===== src/verilog/fp_mult_pkg.sv =====
// shared FSM state type and default parameter values, referenced by scoped name in the multiplier
package fp_mult_pkg;

  // ========================================
  // control FSM states
  // ========================================

  // idle   waiting for an operand pair
  // calc   one shift-add step per cycle, WIDTH cycles
  // done   result held until the result queue takes it
  typedef enum logic [1:0] {
    idle = 2'd0,
    calc = 2'd1,
    done = 2'd2
  } mult_state_e;

  // ========================================
  // default configuration
  // ========================================

  // operand and result width in bits
  localparam int DEF_WIDTH = 16;

  // fraction bits of the fixed-point format
  // result is product bits FRAC .. WIDTH+FRAC-1
  localparam int DEF_FRAC = 8;

  // two's-complement operands when set
  // unsigned operands, no final correction, when clear
  localparam bit DEF_SIGNED = 1'b1;

  // entries in each of the request and result queues
  localparam int DEF_FIFO_DEPTH = 2;

endpackage


===== src/verilog/stream_fifo.sv =====
// valid/ready queue with a configurable payload type, used for both requests and results
`timescale 1ns/1ps

module stream_fifo #(
  parameter int DEPTH = fp_mult_pkg::DEF_FIFO_DEPTH,
  parameter type payload_t = logic [fp_mult_pkg::DEF_WIDTH-1:0]
) (
  input  logic     clk,
  input  logic     reset,
  input  logic     in_valid,
  output logic     in_ready,
  input  payload_t in_data,
  output logic     out_valid,
  input  logic     out_ready,
  output payload_t out_data
);

  localparam int PTR_W = (DEPTH > 1) ? $clog2(DEPTH) : 1;
  localparam int CNT_W = $clog2(DEPTH + 1);

  payload_t         mem [DEPTH];
  logic [PTR_W-1:0] wr_ptr;
  logic [PTR_W-1:0] rd_ptr;
  logic [CNT_W-1:0] count;
  logic             push;
  logic             pop;

  // circular pointer advance
  function automatic logic [PTR_W-1:0] bump(input logic [PTR_W-1:0] ptr);
    if (ptr == PTR_W'(DEPTH - 1)) begin
      return '0;
    end
    return ptr + 1'b1;
  endfunction

  // full and empty come straight from the occupancy count
  assign in_ready  = (count != CNT_W'(DEPTH));
  assign out_valid = (count != '0);
  assign push      = in_valid && in_ready;
  assign pop       = out_valid && out_ready;

  // head entry, read from the storage registers
  assign out_data = mem[rd_ptr];

  always_ff @(posedge clk) begin
    if (push) begin
      mem[wr_ptr] <= in_data;
    end
  end

  always_ff @(posedge clk) begin
    if (reset) begin
      wr_ptr <= '0;
      rd_ptr <= '0;
      count  <= '0;
    end else begin
      if (push) begin
        wr_ptr <= bump(wr_ptr);
      end
      if (pop) begin
        rd_ptr <= bump(rd_ptr);
      end
      case ({push, pop})
        2'b10:   count <= count + 1'b1;
        2'b01:   count <= count - 1'b1;
        default: count <= count;
      endcase
    end
  end

  // occupancy never passes the depth
  a_no_overflow: assert property (@(posedge clk) disable iff (reset)
    count <= CNT_W'(DEPTH));

  // an empty queue only fills through a push, so the count never wraps below zero
  a_no_underflow: assert property (@(posedge clk) disable iff (reset)
    (count == '0) && !push |=> count == '0);

endmodule


===== src/verilog/fp_mult_ctrl.sv =====
// control FSM and step counter that sequence one multiplication and run both stream handshakes
`timescale 1ns/1ps

module fp_mult_ctrl #(
  parameter int WIDTH = fp_mult_pkg::DEF_WIDTH
) (
  input  logic clk,
  input  logic reset,
  input  logic op_valid,
  output logic op_ready,
  output logic res_valid,
  input  logic res_ready,
  output logic load,
  output logic step,
  output logic last_step
);

  localparam int CNT_W = $clog2(WIDTH);

  fp_mult_pkg::mult_state_e state;
  fp_mult_pkg::mult_state_e state_next;
  logic [CNT_W-1:0]         cnt;
  logic                     cnt_last;

  assign cnt_last = (cnt == CNT_W'(WIDTH - 1));

  // ========================================
  // handshake and datapath controls
  // ========================================

  assign op_ready  = (state == fp_mult_pkg::idle);
  assign res_valid = (state == fp_mult_pkg::done);
  assign step      = (state == fp_mult_pkg::calc);
  assign last_step = step && cnt_last;

  // operands captured in the cycle of acceptance
  assign load = op_ready && op_valid;

  // ========================================
  // next state
  // ========================================

  always_comb begin
    state_next = state;
    case (state)
      fp_mult_pkg::idle: begin
        if (op_valid) begin
          state_next = fp_mult_pkg::calc;
        end
      end
      fp_mult_pkg::calc: begin
        if (cnt_last) begin
          state_next = fp_mult_pkg::done;
        end
      end
      fp_mult_pkg::done: begin
        // wait here while the result queue is full
        if (res_ready) begin
          state_next = fp_mult_pkg::idle;
        end
      end
      default: state_next = fp_mult_pkg::idle;
    endcase
  end

  always_ff @(posedge clk) begin
    if (reset) begin
      state <= fp_mult_pkg::idle;
      cnt   <= '0;
    end else begin
      state <= state_next;
      if (state == fp_mult_pkg::calc) begin
        cnt <= cnt + 1'b1;
      end else if (state == fp_mult_pkg::done) begin
        cnt <= '0;
      end
    end
  end

  a_state_legal: assert property (@(posedge clk) disable iff (reset)
    state inside {fp_mult_pkg::idle, fp_mult_pkg::calc, fp_mult_pkg::done});

  // result offer is held until the result queue accepts it
  a_res_hold: assert property (@(posedge clk) disable iff (reset)
    res_valid && !res_ready |=> res_valid);

endmodule


===== src/verilog/fp_mult_dpath.sv =====
// shift-add datapath with operand registers, accumulator and two's-complement final correction
`timescale 1ns/1ps

module fp_mult_dpath #(
  parameter int WIDTH  = fp_mult_pkg::DEF_WIDTH,
  parameter int FRAC   = fp_mult_pkg::DEF_FRAC,
  parameter bit SIGNED = fp_mult_pkg::DEF_SIGNED
) (
  input  logic             clk,
  input  logic             reset,
  input  logic             load,
  input  logic             step,
  input  logic             last_step,
  input  logic [WIDTH-1:0] a,
  input  logic [WIDTH-1:0] b,
  output logic [WIDTH-1:0] c
);

  // only the low WIDTH+FRAC product bits reach the result
  localparam int EW = WIDTH + FRAC;

  logic [EW-1:0]    a_ext;
  logic [EW-1:0]    a_keep;
  logic [EW-1:0]    a_sh;
  logic [WIDTH-1:0] b_sh;
  logic [EW-1:0]    acc;
  logic [EW-1:0]    corr;
  logic [EW-1:0]    term;

  // ========================================
  // operand extension and step term
  // ========================================

  always_comb begin
    if (SIGNED) begin
      a_ext = EW'($signed(a));
    end else begin
      a_ext = EW'(a);
    end
  end

  // weight of b's top bit is -2^(WIDTH-1) in two's complement
  assign corr = a_keep << (WIDTH - 1);

  always_comb begin
    if (SIGNED && last_step) begin
      term = -corr;
    end else begin
      term = a_sh;
    end
  end

  // ========================================
  // operand shift registers and accumulator
  // ========================================

  always_ff @(posedge clk) begin
    if (load) begin
      a_keep <= a_ext;
      a_sh   <= a_ext;
      b_sh   <= b;
    end else if (step) begin
      a_sh <= a_sh << 1;
      b_sh <= b_sh >> 1;
    end
  end

  // accumulator cleared on each operand load
  always_ff @(posedge clk) begin
    if (reset || load) begin
      acc <= '0;
    end else if (step && b_sh[0]) begin
      acc <= acc + term;
    end
  end

  // product shifted right by FRAC and wrapped to WIDTH bits
  assign c = acc[EW-1:FRAC];

endmodule


===== src/verilog/fp_mult_unit.sv =====
// top level of the iterative fixed-point multiplier with request and result stream queues
`timescale 1ns/1ps

module fp_mult_unit #(
  parameter int WIDTH      = fp_mult_pkg::DEF_WIDTH,
  parameter int FRAC       = fp_mult_pkg::DEF_FRAC,
  parameter bit SIGNED     = fp_mult_pkg::DEF_SIGNED,
  parameter int FIFO_DEPTH = fp_mult_pkg::DEF_FIFO_DEPTH
) (
  input  logic             clk,
  input  logic             reset,
  input  logic             req_valid,
  output logic             req_ready,
  input  logic [WIDTH-1:0] req_a,
  input  logic [WIDTH-1:0] req_b,
  output logic             resp_valid,
  input  logic             resp_ready,
  output logic [WIDTH-1:0] resp_c
);

  // ========================================
  // internal streams
  // ========================================

  // request queue head, a in the upper half
  logic               op_valid;
  logic               op_ready;
  logic [2*WIDTH-1:0] op_data;

  // finished product toward the result queue
  logic               res_valid;
  logic               res_ready;
  logic [WIDTH-1:0]   res_data;

  // sequencing from control to datapath
  logic               load;
  logic               step;
  logic               last_step;

  stream_fifo #(
    .DEPTH    (FIFO_DEPTH),
    .payload_t(logic [2*WIDTH-1:0])
  ) req_q (
    .clk      (clk),
    .reset    (reset),
    .in_valid (req_valid),
    .in_ready (req_ready),
    .in_data  ({req_a, req_b}),
    .out_valid(op_valid),
    .out_ready(op_ready),
    .out_data (op_data)
  );

  fp_mult_ctrl #(
    .WIDTH(WIDTH)
  ) ctrl (
    .clk      (clk),
    .reset    (reset),
    .op_valid (op_valid),
    .op_ready (op_ready),
    .res_valid(res_valid),
    .res_ready(res_ready),
    .load     (load),
    .step     (step),
    .last_step(last_step)
  );

  fp_mult_dpath #(
    .WIDTH (WIDTH),
    .FRAC  (FRAC),
    .SIGNED(SIGNED)
  ) dpath (
    .clk      (clk),
    .reset    (reset),
    .load     (load),
    .step     (step),
    .last_step(last_step),
    .a        (op_data[2*WIDTH-1:WIDTH]),
    .b        (op_data[WIDTH-1:0]),
    .c        (res_data)
  );

  stream_fifo #(
    .DEPTH    (FIFO_DEPTH),
    .payload_t(logic [WIDTH-1:0])
  ) resp_q (
    .clk      (clk),
    .reset    (reset),
    .in_valid (res_valid),
    .in_ready (res_ready),
    .in_data  (res_data),
    .out_valid(resp_valid),
    .out_ready(resp_ready),
    .out_data (resp_c)
  );

endmodule


===== config.mk =====
export PLATFORM = sky130hd
export DESIGN_NAME = fp_mult_unit
export DESIGN_NICKNAME = d
export VERILOG_FILES = /design/src/verilog/fp_mult_pkg.sv /design/src/verilog/stream_fifo.sv /design/src/verilog/fp_mult_ctrl.sv /design/src/verilog/fp_mult_dpath.sv /design/src/verilog/fp_mult_unit.sv
export SDC_FILE = /design/constraint.sdc
export NUM_CORES = 1
export LEC_CHECK = 0
export BUFFER_PORTS_ARGS = -buffer_cell sky130_fd_sc_hd__buf_2
export CORE_UTILIZATION = 55
export CTS_CLUSTER_DIAMETER = 80
export DETAILED_ROUTE_END_ITERATION = 12
export GPL_TIMING_DRIVEN = 0
export HOLD_SLACK_MARGIN = 0.1
export PLACE_DENSITY = 0.78
export SLEW_MARGIN = 25
export SYNTH_ARGS = -nofsm -noshare
export SYNTH_HDL_FRONTEND = slang
export SYNTH_SLANG_ARGS = --single-unit

===== constraint.sdc =====
create_clock -name clk -period 3.2 [get_ports clk]
set_input_delay 0.32 -clock clk [delete_from_list [all_inputs] [get_ports clk]]
set_output_delay 0.32 -clock clk [all_outputs]
set_load 0.02 [all_outputs]

# == After elaboration in Yosys (flattened, before gate mapping) ==
# Memory sizes are Yosys's and may differ from the RTL's. A register that Yosys moved wholly into a read port is not among the register bits.
# Index checks and enable logic that the tools add are counted.
# op_classes
n_addsub,11
n_eq_ne,12
muxes,41
reduce_logical,15
# op_table
operator,n
$mux 24,3
$mux 16,2
$mux 1,28
$add 24x24->24,1
$neg 24->24,1
$reduce_bool 2->1,6
$mux 4,2
$ne 2x2->1 const B,4
$pmux 2 s2,2
$eq 2x1->1 const B,3
$eq 2x2->1 const B,3
$logic_and 1x1->1,6
$mux 2,3
$pmux 2 s3,1
$add 1x1->1 const B,4
$add 2x1->2 const B,2
$add 4x1->4 const B,1
$eq 4x4->1 const B,1
$sub 2x1->2 const B,2
$reduce_and 3->1,1
$logic_not 2->1,1
$ne 2x1->1 const B,1
$logic_or 1x1->1,1
# word_totals
ff_bits,87
ram_bits,96
in_bits,36
output_inout_bits,18
word_cells,93
memories,2
# memory_table
memory,words,width,read_ports,rd_clocked_by_memory_dff,write_ports,line,text
req_q.mem,2,32,1,1,1,stream_fifo.sv:21,payload_t mem [DEPTH];
resp_q.mem,2,16,1,1,1,stream_fifo.sv:21,

# == Longest topological paths before layout ==
# Gate-level depths: netlist (run 1).
# depth
depth_word,7
ltp_mapped,16
ltp_nobuf,14

# == Hierarchy ==
# Synthesis (run 1) repeated with hierarchy kept, for this count alone.
# hier_totals
cells_unflattened,686
area_unflattened_um2,8689.6
# modules_own_cells
mod,instances,cells_per_inst,area_each_um2,seq_area_each_um2
fp_mult_dpath,1,447,4439.3,1951.9
stream_fifo at req_q,1,124,2523.7,2021.9
stream_fifo at resp_q,1,74,1373.8,1061.0
fp_mult_ctrl,1,41,352.8,120.1

# == Worst setup path after synthesis (run 1) ==
# Ideal clock, no wire load.
# synth_path
path_kind,reg2reg
start,register ctrl.state[1]
end,register dpath.acc[23]
arrival_time_ns,3.143
required_ns,3.128
setup_slack_ns,-0.014
path_stages_with_launch,16
n_path_buf,2
cell_sequence,dfxtp_1 inv_1 ha_1 clkbuf_1 nand4_1 clkbuf_1 nand2_1 inv_1 ha_1 a211o_1 a211o_1 o211ai_1 a21oi_1 o31ai_4 mux2i_1 mux2i_1
# synth_via
elab_chain_len,4
elab_cells_between_ends,8
# synth_rtl
item,line,text
"start, declared",fp_mult_ctrl.sv:20,fp_mult_pkg::mult_state_e state;
"start signal, assigned",fp_mult_ctrl.sv:68,state <= fp_mult_pkg::idle;
"start signal, assigned",fp_mult_ctrl.sv:71,state <= state_next;
$eq 2x1->1,fp_mult_ctrl.sv:33,assign step = (state == fp_mult_pkg::calc);
$logic_and 1x1->1,fp_mult_ctrl.sv:34,assign last_step = step && cnt_last;
$mux 24,fp_mult_dpath.sv:46,if (SIGNED && last_step) begin
$add 24x24->24,fp_mult_dpath.sv:73,acc <= acc + term;
"end signal, assigned",fp_mult_dpath.sv:73,
"end, declared",fp_mult_dpath.sv:26,logic [EW-1:0] acc;
# Several ways; a longest one is shown, not always the timed one.
# A chain may end at the register's enable or synchronous reset.

# == Worst setup path in the final report (run 1) ==
# layout_path
start,register ctrl.cnt[0]
end,register dpath.acc[23]
# layout_via
elab_chain_len,4
# layout_rtl
item,line,text
"start, declared",fp_mult_ctrl.sv:22,logic [CNT_W-1:0] cnt;
"start signal, assigned",fp_mult_ctrl.sv:73,cnt <= cnt + 1'b1;
$eq 4x4->1,fp_mult_ctrl.sv:25,assign cnt_last = (cnt == CNT_W'(WIDTH - 1));
$logic_and 1x1->1,fp_mult_ctrl.sv:34,
$mux 24,fp_mult_dpath.sv:46,
$add 24x24->24,fp_mult_dpath.sv:73,
# No other way between the ends.

==> flow_summary.ini, run 1 <==
[status]
status = finished clean

[placed_design]
port-buffer-count = 52
place_congestion = 0.907
hpwlAfterDp_um = 11800
place_area_mm2 = 0.00902
dp_cells = 931
dpl_worst_slack_ns = -0.680

[sta]
fin_ws_ns = 0.0184
slew_headroom_pct = 43.5
final.min_clock_period_ns = 3.18
finalSetupTns_ns = 0
timing.hold.ws_ns = 0.311
tightest_slew_ns = 0.847
min_period_over_period_pct = 99.4
fmax_ghz = 0.314
fin_skew_ns = 0.00634
slew_viol_final = 0
rsz0062_at_grt = yes
hold_viol_final = 0
finalSetupViolations = 0

[routing]
firstDrtPassIters = 4
drt_wl_total_um = 18300
ant_nets = 0
route.detailed.drc = 0
drtIter0Drc = 342
viasPerCell = 5.72
vias = 5745
wl_per_cell_um = 18.2

[power]
p_comb_share_pct = 35.2
peakVddDrop_v = 0.000688
p_leak_nw = 3.97
netSwitchingFraction_pct = 36.1
p_per_area_mw_per_mm2 = 860
power_switching_mw = 3.20
p_seq_share_pct = 41.7
p_int_mw = 5.66
p_clk_share_pct = 23.1

[worst_setup_path]
reg2reg_from = ctrl.cnt[0]$_SDFFE_PP0P_
cp_top_family = compound AO/OA/AOI/OAI gates
worst_setup_path_end_kind = flip-flop
max_stage_delay_ns = 0.37
reg2reg_depth = 14
cp-start-kind = flip-flop
crit_slowest_cell = dfxtp_4
required_ns = 3.57
rrSetupSlack_ns = 0.02
arrival_ns = 3.55
cp_num_buf_inv = 3
rr_endpoint = dpath.acc[23]$_SDFFE_PP0P_
cp_max_fo = 5
path_class = flip-flop to flip-flop
cp_cell_sequence = ha_4, nand4_1, buf_6, buf_8, nand2_4, inv_4, ha_4, a211o_1, a211o_1, o211ai_1, a21oi_2, o31ai_4, mux2i_2, mux2i_1

[yosys]
synth.distinct_cells = 56
synth_edf_count = 145
synthCells = 692
ys_ff_latch = 185
ys_warn_count = 0
syn_area_mm2 = 0.00845
ys_async_sr_fraction_pct = 0
syn-num-nets = 759
synth_area_per_cell_um2 = 12.2
yosys_most_used_dff = edfxtp_1
seq_area_frac_synth_pct = 61.0

[finish]
area_delta_synth_final_pct = 21.9
final_cell_mix = edfxtp_1, nand2_1, buf_2, o21ai_0, dfxtp_1
fillers = 1023
final_common_cell = edfxtp_1
num-nets-final = 874
num_antenna_cells = 0
final_cells = 1004
stdcell_area_mm2 = 0.0103
drive_gt1_share_pct = 23.0

[clock_network]
h-tree-depth = 4
cts.clk_slew.worst_paths_ns = 0.07
cts_max_path_buffers = 2
cts_buffers = 17
clock_sinks = 185
cts_root_buf = clkbuf_16
cts_tree = done
clkLatencyLatePin_ns = 0.44

[die]
design.die.area_mm2 = 0.0159
fp.dieH_um = 126
core_area_mm2 = 0.0148
initial_core_util_pct = 57.3
num_rows = 44
ios = 54
die_w_um = 126

[global_route]
grt_usage_pct = 23.9
gr-total-overflow = 0
grt_max_degree = 31
grt_pass1_vias = 5833
antenna_found_initial = 0
grt_pass1_wl_um = 28900

[hold_path]
whs_path_depth = 4
holdPathEnd = resp_q.rd_ptr$_SDFFE_PP0P_
min_from = resp_ready
min_path_type = primary input to flip-flop

[job]
maxCapViolCount = 0
## timing repair
action | CTS | global route
endpoints found under the setup margin | 17 | 9
hold endpoints to repair | 64 | 0
setup buffers | 9 | 8
gates resized for setup | 45 | 27
pin swaps | 8 | 8
hold buffers | 32 | 0
## Yosys cell counts (3+ instances only)
master | number | share of area (%)
clkbuf_1 | 28 | 1.2
nand2_1 | 90 | 4.0
xor2_1 | 17 | 1.8
ha_1 | 30 | 4.4
and2_1 | 18 | 1.3
o21ai_0 | 45 | 2.7
nand2b_1 | 7 | 0.52
mux2_2 | 27 | 3.6
mux2i_1 | 27 | 3.2
edfxtp_1 | 145 | 52
and3_1 | 3 | 0.22
a21o_1 | 19 | 1.7
a22o_1 | 9 | 0.93
inv_1 | 12 | 0.53
nand4_1 | 5 | 0.37
a21oi_1 | 38 | 2.3
or3_1 | 4 | 0.30
nand3_1 | 13 | 0.77
o31ai_1 | 3 | 0.27
dfxtp_1 | 40 | 9.5
nor2_1 | 37 | 1.6
o211ai_1 | 3 | 0.27
a211oi_1 | 3 | 0.27
nor3_1 | 9 | 0.53
nor2b_1 | 6 | 0.44
xnor2_1 | 14 | 1.5
## power by group through the flow
stage               sequential, mW  clock (mW)  combinational [mW]
CTS                           3.67        2.05                3.00
finish                        3.70        2.04                3.12
floorplan                     3.62           0                2.08
detailed placement            3.71           0                2.80
global route                  3.75        2.15                3.43
global placement              3.71           0                2.63
## sequential cells by signal, summed over array words and instances (netlist names), named ones only
name and cells:
resp_q.mem 32, req_q.rd_ptr 1, resp_q.wr_ptr 1, ctrl.state 2, dpath.a_keep 9, dpath.a_sh 24
req_q.count 2, req_q.mem 64, dpath.acc 24, ctrl.cnt 4, req_q.wr_ptr 1, resp_q.rd_ptr 1
dpath.b_sh 16, resp_q.count 2
## routing by layer
metal	share of wire [%]	wire length [um]	GRT usage (%)
met1	41	7560	27.6
met3	4.0	732	5.35
met5	0	0	0
met2	52	9420	42.7
met4	3.0	550	9.85
## per-stage QoR
step	total power [mW]	utilization (%)
2_1_floorplan	5.70	-
3_3_place_gp	6.35	60.6
3_5_place_dp	6.51	61.2
4_1_cts	8.73	69.0
5_1_grt	9.33	69.8
6_report	8.86	69.8
## kinds of logic (layout without fill, tap and decap cells)
family	Yosys count	in the layout	synth area share [%]
adder cells (fa/ha/maj)	31	31	4.68
AO/OA/AOI/OAI	143	143	11.1
flip-flops	185	185	61.0
multiplexers	54	54	6.80
XOR/XNOR	31	31	3.21
buffers and inverters	45	173	2.03
AND/OR/NAND/NOR	203	203	11.2
## worst register-to-register path, stage by stage (launching register included)
cell,delay [ns]
dfxtp_4,0.37
ha_4,0.14
nand4_1,0.11
buf_6,0.16
buf_8,0.12
nand2_4,0.08
inv_4,0.04
ha_4,0.20
a211o_1,0.32
a211o_1,0.35
o211ai_1,0.30
a21oi_2,0.13
o31ai_4,0.25
mux2i_2,0.32
mux2i_1,0.22
## area by class of cell
cell class	instances	area, um2	area share, %
Sequential cell	185	5160	50.2
Multi-Input combinational cell	462	3360	32.7
Timing Repair Buffer	104	779	7.57
Clock buffer	17	425	4.13
Tap cell	184	230	2.24
Clock inverter	15	153	1.48
Buffer	24	126	1.23
Inverter	13	55.1	0.535
## how the worst max path moves through the flow
stage	slack, ns	from	endpoint	cells past startpoint
2_1_floorplan	0.06	ctrl.state[1]$_SDFFE_PP0P_	dpath.acc[23]$_SDFFE_PP0P_	15
3_3_place_gp	-0.66	ctrl.state[1]$_SDFFE_PP0P_	dpath.acc[23]$_SDFFE_PP0P_	15
3_5_place_dp	-0.68	ctrl.state[1]$_SDFFE_PP0P_	dpath.acc[23]$_SDFFE_PP0P_	15
4_1_cts	-0.11	ctrl.state[1]$_SDFFE_PP0P_	dpath.acc[23]$_SDFFE_PP0P_	15
5_1_grt	-0.08	ctrl.cnt[0]$_SDFFE_PP0P_	dpath.acc[23]$_SDFFE_PP0P_	13
6_report	0.02	ctrl.cnt[0]$_SDFFE_PP0P_	dpath.acc[23]$_SDFFE_PP0P_	14
No activity file was read; power rests on OpenSTA's default activity.
==> run 2, diff against run 1 <==
Settings changed: CORE_UTILIZATION 55 to 61, PLACE_DENSITY 0.78 to 0.8.
Clock period 3.2 ns to 3.15 ns, I/O delays scaled along.
==> run 2 against run 1 <==
- critical path depth stayed put
- routed wire length is 0.64% higher
- die area down 9.7%
- register-to-register slack got worse by 0.06 ns
- via count is 1.5% higher
- setup slack worse by 0.064 ns
- highest routed layer unchanged
- the run now ends with setup timing left
- sequential share of layout area fell by 0.27 points
- clock skew rose by 0.0053 ns
- non-clock buffer count did not move
- utilization rose by 7.4 points
- worst hold slack worse by 0.035 ns
==> flow_summary.ini, run 2 (synthesized netlist as in run 1, its figures left out) <==
[status]
status = finished with violations
violations = setup timing

[clock_network]
cts_buffers = 17
cts_root_buf = clkbuf_16
clkLatencyLatePin_ns = 0.44
clock_sinks = 185
cts.clk_slew.worst_paths_ns = 0.07
h-tree-depth = 4
cts_tree = done
cts_max_path_buffers = 2

[routing]
wl_per_cell_um = 18.5
drtIter0Drc = 342
firstDrtPassIters = 6
route.detailed.drc = 0
ant_nets = 0
vias = 5832
drt_wl_total_um = 18400
viasPerCell = 5.86

[finish]
final_common_cell = edfxtp_1
largest_reg_flops = 64
regArea_mm2 = 0.00516
drive_gt1_share_pct = 23.0
top_regs = req_q.mem: 64 flops, resp_q.mem: 32 flops
area_delta_synth_final_pct = 22.5
fillers = 791
stdcell_area_mm2 = 0.0103
multi_input_area_mm2 = 0.00337
regMostFlops = req_q.mem
final_cell_mix = edfxtp_1, nand2_1, buf_2, o21ai_0, dfxtp_1
num_antenna_cells = 0
final_cells = 996
num-nets-final = 874

[sta]
slew_headroom_pct = 49.1
finalSetupTns_ns = -0.0455
fin_ws_ns = -0.0455
final.min_clock_period_ns = 3.20
finalSetupViolations = 1
timing.hold.ws_ns = 0.276
fin_skew_ns = 0.0116
hold_viol_final = 0
rsz0062_at_grt = yes
slew_viol_final = 0
min_period_over_period_pct = 101
fmax_ghz = 0.313
tightest_slew_ns = 0.763

[worst_setup_path]
cp_num_buf_inv = 3
crit_slowest_cell = dfxtp_2
worst_setup_path_end_kind = flip-flop
cp_cell_sequence = ha_4, nand4_1, buf_6, buf_8, nand2_4, inv_2, ha_4, a211o_1, a211o_1, o211ai_1, a21oi_2, o31ai_4, mux2i_2, mux2i_1
max_stage_delay_ns = 0.37
cp-start-kind = flip-flop
arrival_ns = 3.56
required_ns = 3.52
cp_top_family = compound AO/OA/AOI/OAI gates
cp_max_fo = 6
path_class = flip-flop to flip-flop

[hold_path]
min_path_type = primary input to flip-flop

[global_route]
grt_max_degree = 30
grt_usage_pct = 27.3
use_met2_pct = 49.2
grt_pass1_wl_um = 29100
use_met1_pct = 31.0
grt_util_met3_pct = 5.89
grt_pass1_vias = 5810
grt_busiest_layer = met2
gr-total-overflow = 0
antenna_found_initial = 0

[power]
peakVddDrop_v = 0.000657
p_leak_nw = 4.00
p_total_mw = 9.24
p_per_area_mw_per_mm2 = 893

[die]
ios = 54
num_rows = 42
core_area_mm2 = 0.0134
initial_core_util_pct = 63.1
design.die.area_mm2 = 0.0143
die_w_um = 120
fp.dieH_um = 120

[placed_design]
place_congestion = 0.846
place_area_mm2 = 0.00902
port-buffer-count = 52
hpwlAfterDp_um = 11600
dp_cells = 923

[job]
maxCapViolCount = 0
## run 2: worst paths after layout
path / from / to / slack, ns / cells past startpoint
setup / recovery: ctrl.cnt[1]$_SDFFE_PP0P_ / dpath.acc[23]$_SDFFE_PP0P_ / -0.05 / 14
hold / removal: reset / req_q.rd_ptr$_SDFFE_PP0P_ / 0.28 / 2
setup reg to reg: ctrl.cnt[1]$_SDFFE_PP0P_ / dpath.acc[23]$_SDFFE_PP0P_ / -0.05 / 14
hold reg to reg: dpath.acc[7]$_SDFFE_PP0P_ / dpath.acc[7]$_SDFFE_PP0P_ / 0.47 / 2
## run 2: routing by layer
metal / up-vias / part of all wire, %
met2: 199 / 53
met5: - / 0
li1: 2769 / -
met4: 0 / 2.6
met1: 2826 / 39
met3: 38 / 5.4
## run 2: stage by stage
step                      setup WS [ns]  util (%)
final                           -0.0455      77.2
after global routing             -0.245      77.2
after CTS                        -0.232      76.5
after detailed placement         -0.817      67.3
after global placement           -0.743      66.6
after floorplan                 0.00928         -
## run 2: power breakdown
part | switching, mW | internal, mW
Clock | 0.964 | 1.28
Combinational | 1.96 | 1.27
Sequential | 0.317 | 3.45
Total | 3.24 | 6.01
## run 2: layout make-up
class / count / area share, %
inverter: 13 / 0.508
buffer: 24 / 1.21
clock buffer: 17 / 4.11
clock inverter: 15 / 2.00
tap: 176 / 2.13
sequential: 185 / 49.9
timing repair buffer: 104 / 7.61
multi-input combinational: 462 / 32.6
## run 2: repair_timing
item,in CTS,in global routing
endpoints found under the setup margin,17,13
resized for setup,48,21
pin swaps,14,12
setup buffers,9,7
hold endpoints to repair,64,0
gates cloned,1,0
hold buffers,32,0
==> run 3, diff against run 2 <==
Settings changed: SYNTH_HIERARCHICAL set to 1.
==> run 3 against run 2 <==
- the run now ends clean
- register-to-register slack improved by 0.09 ns
- worst hold slack got worse by 0.082 ns
- global-route usage fell by 2.1 points
- cell count rose by 0.70%
- setup slack improved by 0.088 ns
- critical path depth rose by 2
- non-clock buffer count rose by 17
==> flow_summary.ini, run 3 <==
[yosys]
ys_ff_latch = 185
syn_area_mm2 = 0.00869
ys_async_sr_fraction_pct = 0
synth_top_cell_by_area = edfxtp_1
yosys_most_used_dff = edfxtp_1
synthCells = 686
ys_warn_count = 6
seq_area_frac_synth_pct = 59.3
synth.distinct_cells = 62
yosysMostFrequentCell = edfxtp_1
yosysTopAreaCellShare_pct = 50.1
synth_commonest_cells = edfxtp_1, mux2_2, nand2_1
synthTopCellsByArea = edfxtp_1, mux2_2, dfxtp_1
syn-num-nets = 754
synth_area_per_cell_um2 = 12.7
synth_edf_count = 145

[power]
netSwitchingFraction_pct = 34.3
p_leak_nw = 3.94
peakVddDrop_v = 0.000629
power_switching_mw = 3.18
p_per_area_mw_per_mm2 = 883
p_seq_share_pct = 40.0
p_clk_share_pct = 23.6
p_int_mw = 6.09
p_total_mw = 9.27
p_comb_share_pct = 36.4

[clock_network]
cts_buffers = 17
clock_sinks = 185
clkLatencyLatePin_ns = 0.43
cts_tree = done
h-tree-depth = 4
cts_root_buf = clkbuf_16
cts_max_path_buffers = 2
cts.clk_slew.worst_paths_ns = 0.07

[die]
design.die.area_mm2 = 0.0147
ios = 54
die_w_um = 121
core_area_mm2 = 0.0139
initial_core_util_pct = 62.6
fp.dieH_um = 121
num_rows = 43

[sta]
fin_ws_ns = 0.0426
finalSetupTns_ns = 0
final.min_clock_period_ns = 3.11
finalSetupViolations = 0
fmax_ghz = 0.322
hold_viol_final = 0
tightest_slew_ns = 0.723
min_period_over_period_pct = 98.6
fin_skew_ns = 0.00985
slew_headroom_pct = 51.7
rsz0062_at_grt = yes
slew_viol_final = 0

[finish]
final_common_cell = edfxtp_1
top_regs = req_q/mem: 64 flops, resp_q/mem: 32 flops
num-nets-final = 878
largest_reg_flops = 64
final_cell_mix = edfxtp_1, mux2_2, nand2_1, buf_2
drive_gt1_share_pct = 31.7
num_antenna_cells = 0
regMostFlops = req_q/mem
area_delta_synth_final_pct = 20.8
final_cells = 1003
fin_util_pct = 75.6

[hold_path]
min_path_type = primary input to flip-flop

[routing]
vias = 5791
wl_per_cell_um = 18.3
route.detailed.drc = 0
drt_wl_total_um = 18300
ant_nets = 0
viasPerCell = 5.77
drtIter0Drc = 406
firstDrtPassIters = 6

[global_route]
grt_util_met3_pct = 4.28
use_met2_pct = 44.7
grt_max_degree = 41
use_met1_pct = 30.7
grt_pass1_wl_um = 27700
antenna_found_initial = 0
grt_busiest_layer = met2
gr-total-overflow = 0
grt_usage_pct = 25.2
grt_pass1_vias = 5583

[worst_setup_path]
max_stage_delay_ns = 0.35
required_ns = 3.45
cp_num_buf_inv = 4
worst_setup_path_end_kind = flip-flop
cp-start-kind = flip-flop
cp_top_family = compound AO/OA/AOI/OAI gates
cp_cell_sequence = inv_2, ha_4, inv_2, nor2_4, buf_6, nand2_1, o21ai_0, ha_1, clkbuf_8, a21oi_1, o211ai_1, o31a_1, nor4_2, a211oi_2, xnor2_1, a21oi_1
cp_max_fo = 10
arrival_ns = 3.41
path_class = flip-flop to flip-flop
crit_slowest_cell = o31a_1

[placed_design]
port-buffer-count = 53
dpl_worst_slack_ns = -0.499
place_congestion = 0.859
dp_cells = 920
hpwlAfterDp_um = 11300

[job]
maxCapViolCount = 0

[status]
status = finished clean
[run 3: repair_timing]
| action | 4_1_cts | 5_1_grt |
|---|---|---|
| pin swaps | 4 | 20 |
| gates resized for setup | 22 | 40 |
| endpoints found under the setup margin | 55 | 50 |
| endpoints found under the hold margin | 64 | 0 |
| gates cloned | 0 | 2 |
| hold buffers | 32 | 0 |
| setup buffers | 0 | 17 |
[run 3: tightest hold or removal path: cells and delay by family]
| kind | cells | cell delay (ns) |
|---|---|---|
| AOI/OAI and AO/OA | 2 | 0.16 |
| buffers and inverters | 1 | 0.10 |
[run 3: power groups by stage]
stage | clock network, mW | registers, mW | logic [mW]
floorplan | 0 | 3.63 | 2.35
global placement | 0 | 3.70 | 2.89
detailed placement | 0 | 3.74 | 2.99
CTS | 2.20 | 3.69 | 3.11
global route | 2.30 | 3.77 | 3.65
finish | 2.18 | 3.71 | 3.38
[run 3: kinds of logic (layout without fill, tap and decap cells)]
family,after synthesis,in the layout,share of synthesized area [%]
simple gates,166,167,9.49
flops,185,185,59.3
compound gates,132,132,9.42
fa+ha+maj,32,32,4.69
buf+inv,63,199,3.89
xor+xnor,26,26,2.62
mux,82,82,10.6
[run 3: area by class of cell]
| cell class | instances | area (um2) |
|---|---|---|
| fillers | 818 | 3380 |
| plain buffers | 41 | 278 |
| repair buffers | 104 | 758 |
| well taps | 180 | 225 |
| multi-input cells | 439 | 3390 |
| inverters | 22 | 82.6 |
| clock inverters | 15 | 181 |
| clock buffers | 17 | 425 |
| flip-flops and latches | 185 | 5160 |
[run 3: worst paths after layout]
check,startpoint,to,slack (ns),cells past startpoint
worst max-delay path,ctrl/state[1]$_SDFFE_PP0P_,dpath/acc[22]$_SDFFE_PP0P_,0.04,16
worst min-delay path,req_valid,req_q/wr_ptr$_SDFFE_PP0P_,0.19,3
worst max register to register,ctrl/state[1]$_SDFFE_PP0P_,dpath/acc[22]$_SDFFE_PP0P_,0.04,16
worst min register to register,dpath/acc[6]$_SDFFE_PP0P_,dpath/acc[6]$_SDFFE_PP0P_,0.46,2
[run 3: metal layers]
| metal | wire (um) | share of wire (%) |
|---|---|---|
| met1 | 7570 | 41 |
| met2 | 9480 | 52 |
| met3 | 904 | 4.9 |
| met4 | 352 | 1.9 |
| met5 | 0 | 0 |
[run 3: metrics by stage]
stage               instance area [um2]  hold slack (ns)
global route                      10500            0.215
CTS                               10200            0.189
floorplan                          8690            0.384
global placement                   9180            0.446
finish                            10500            0.194
detailed placement                 9210            0.453
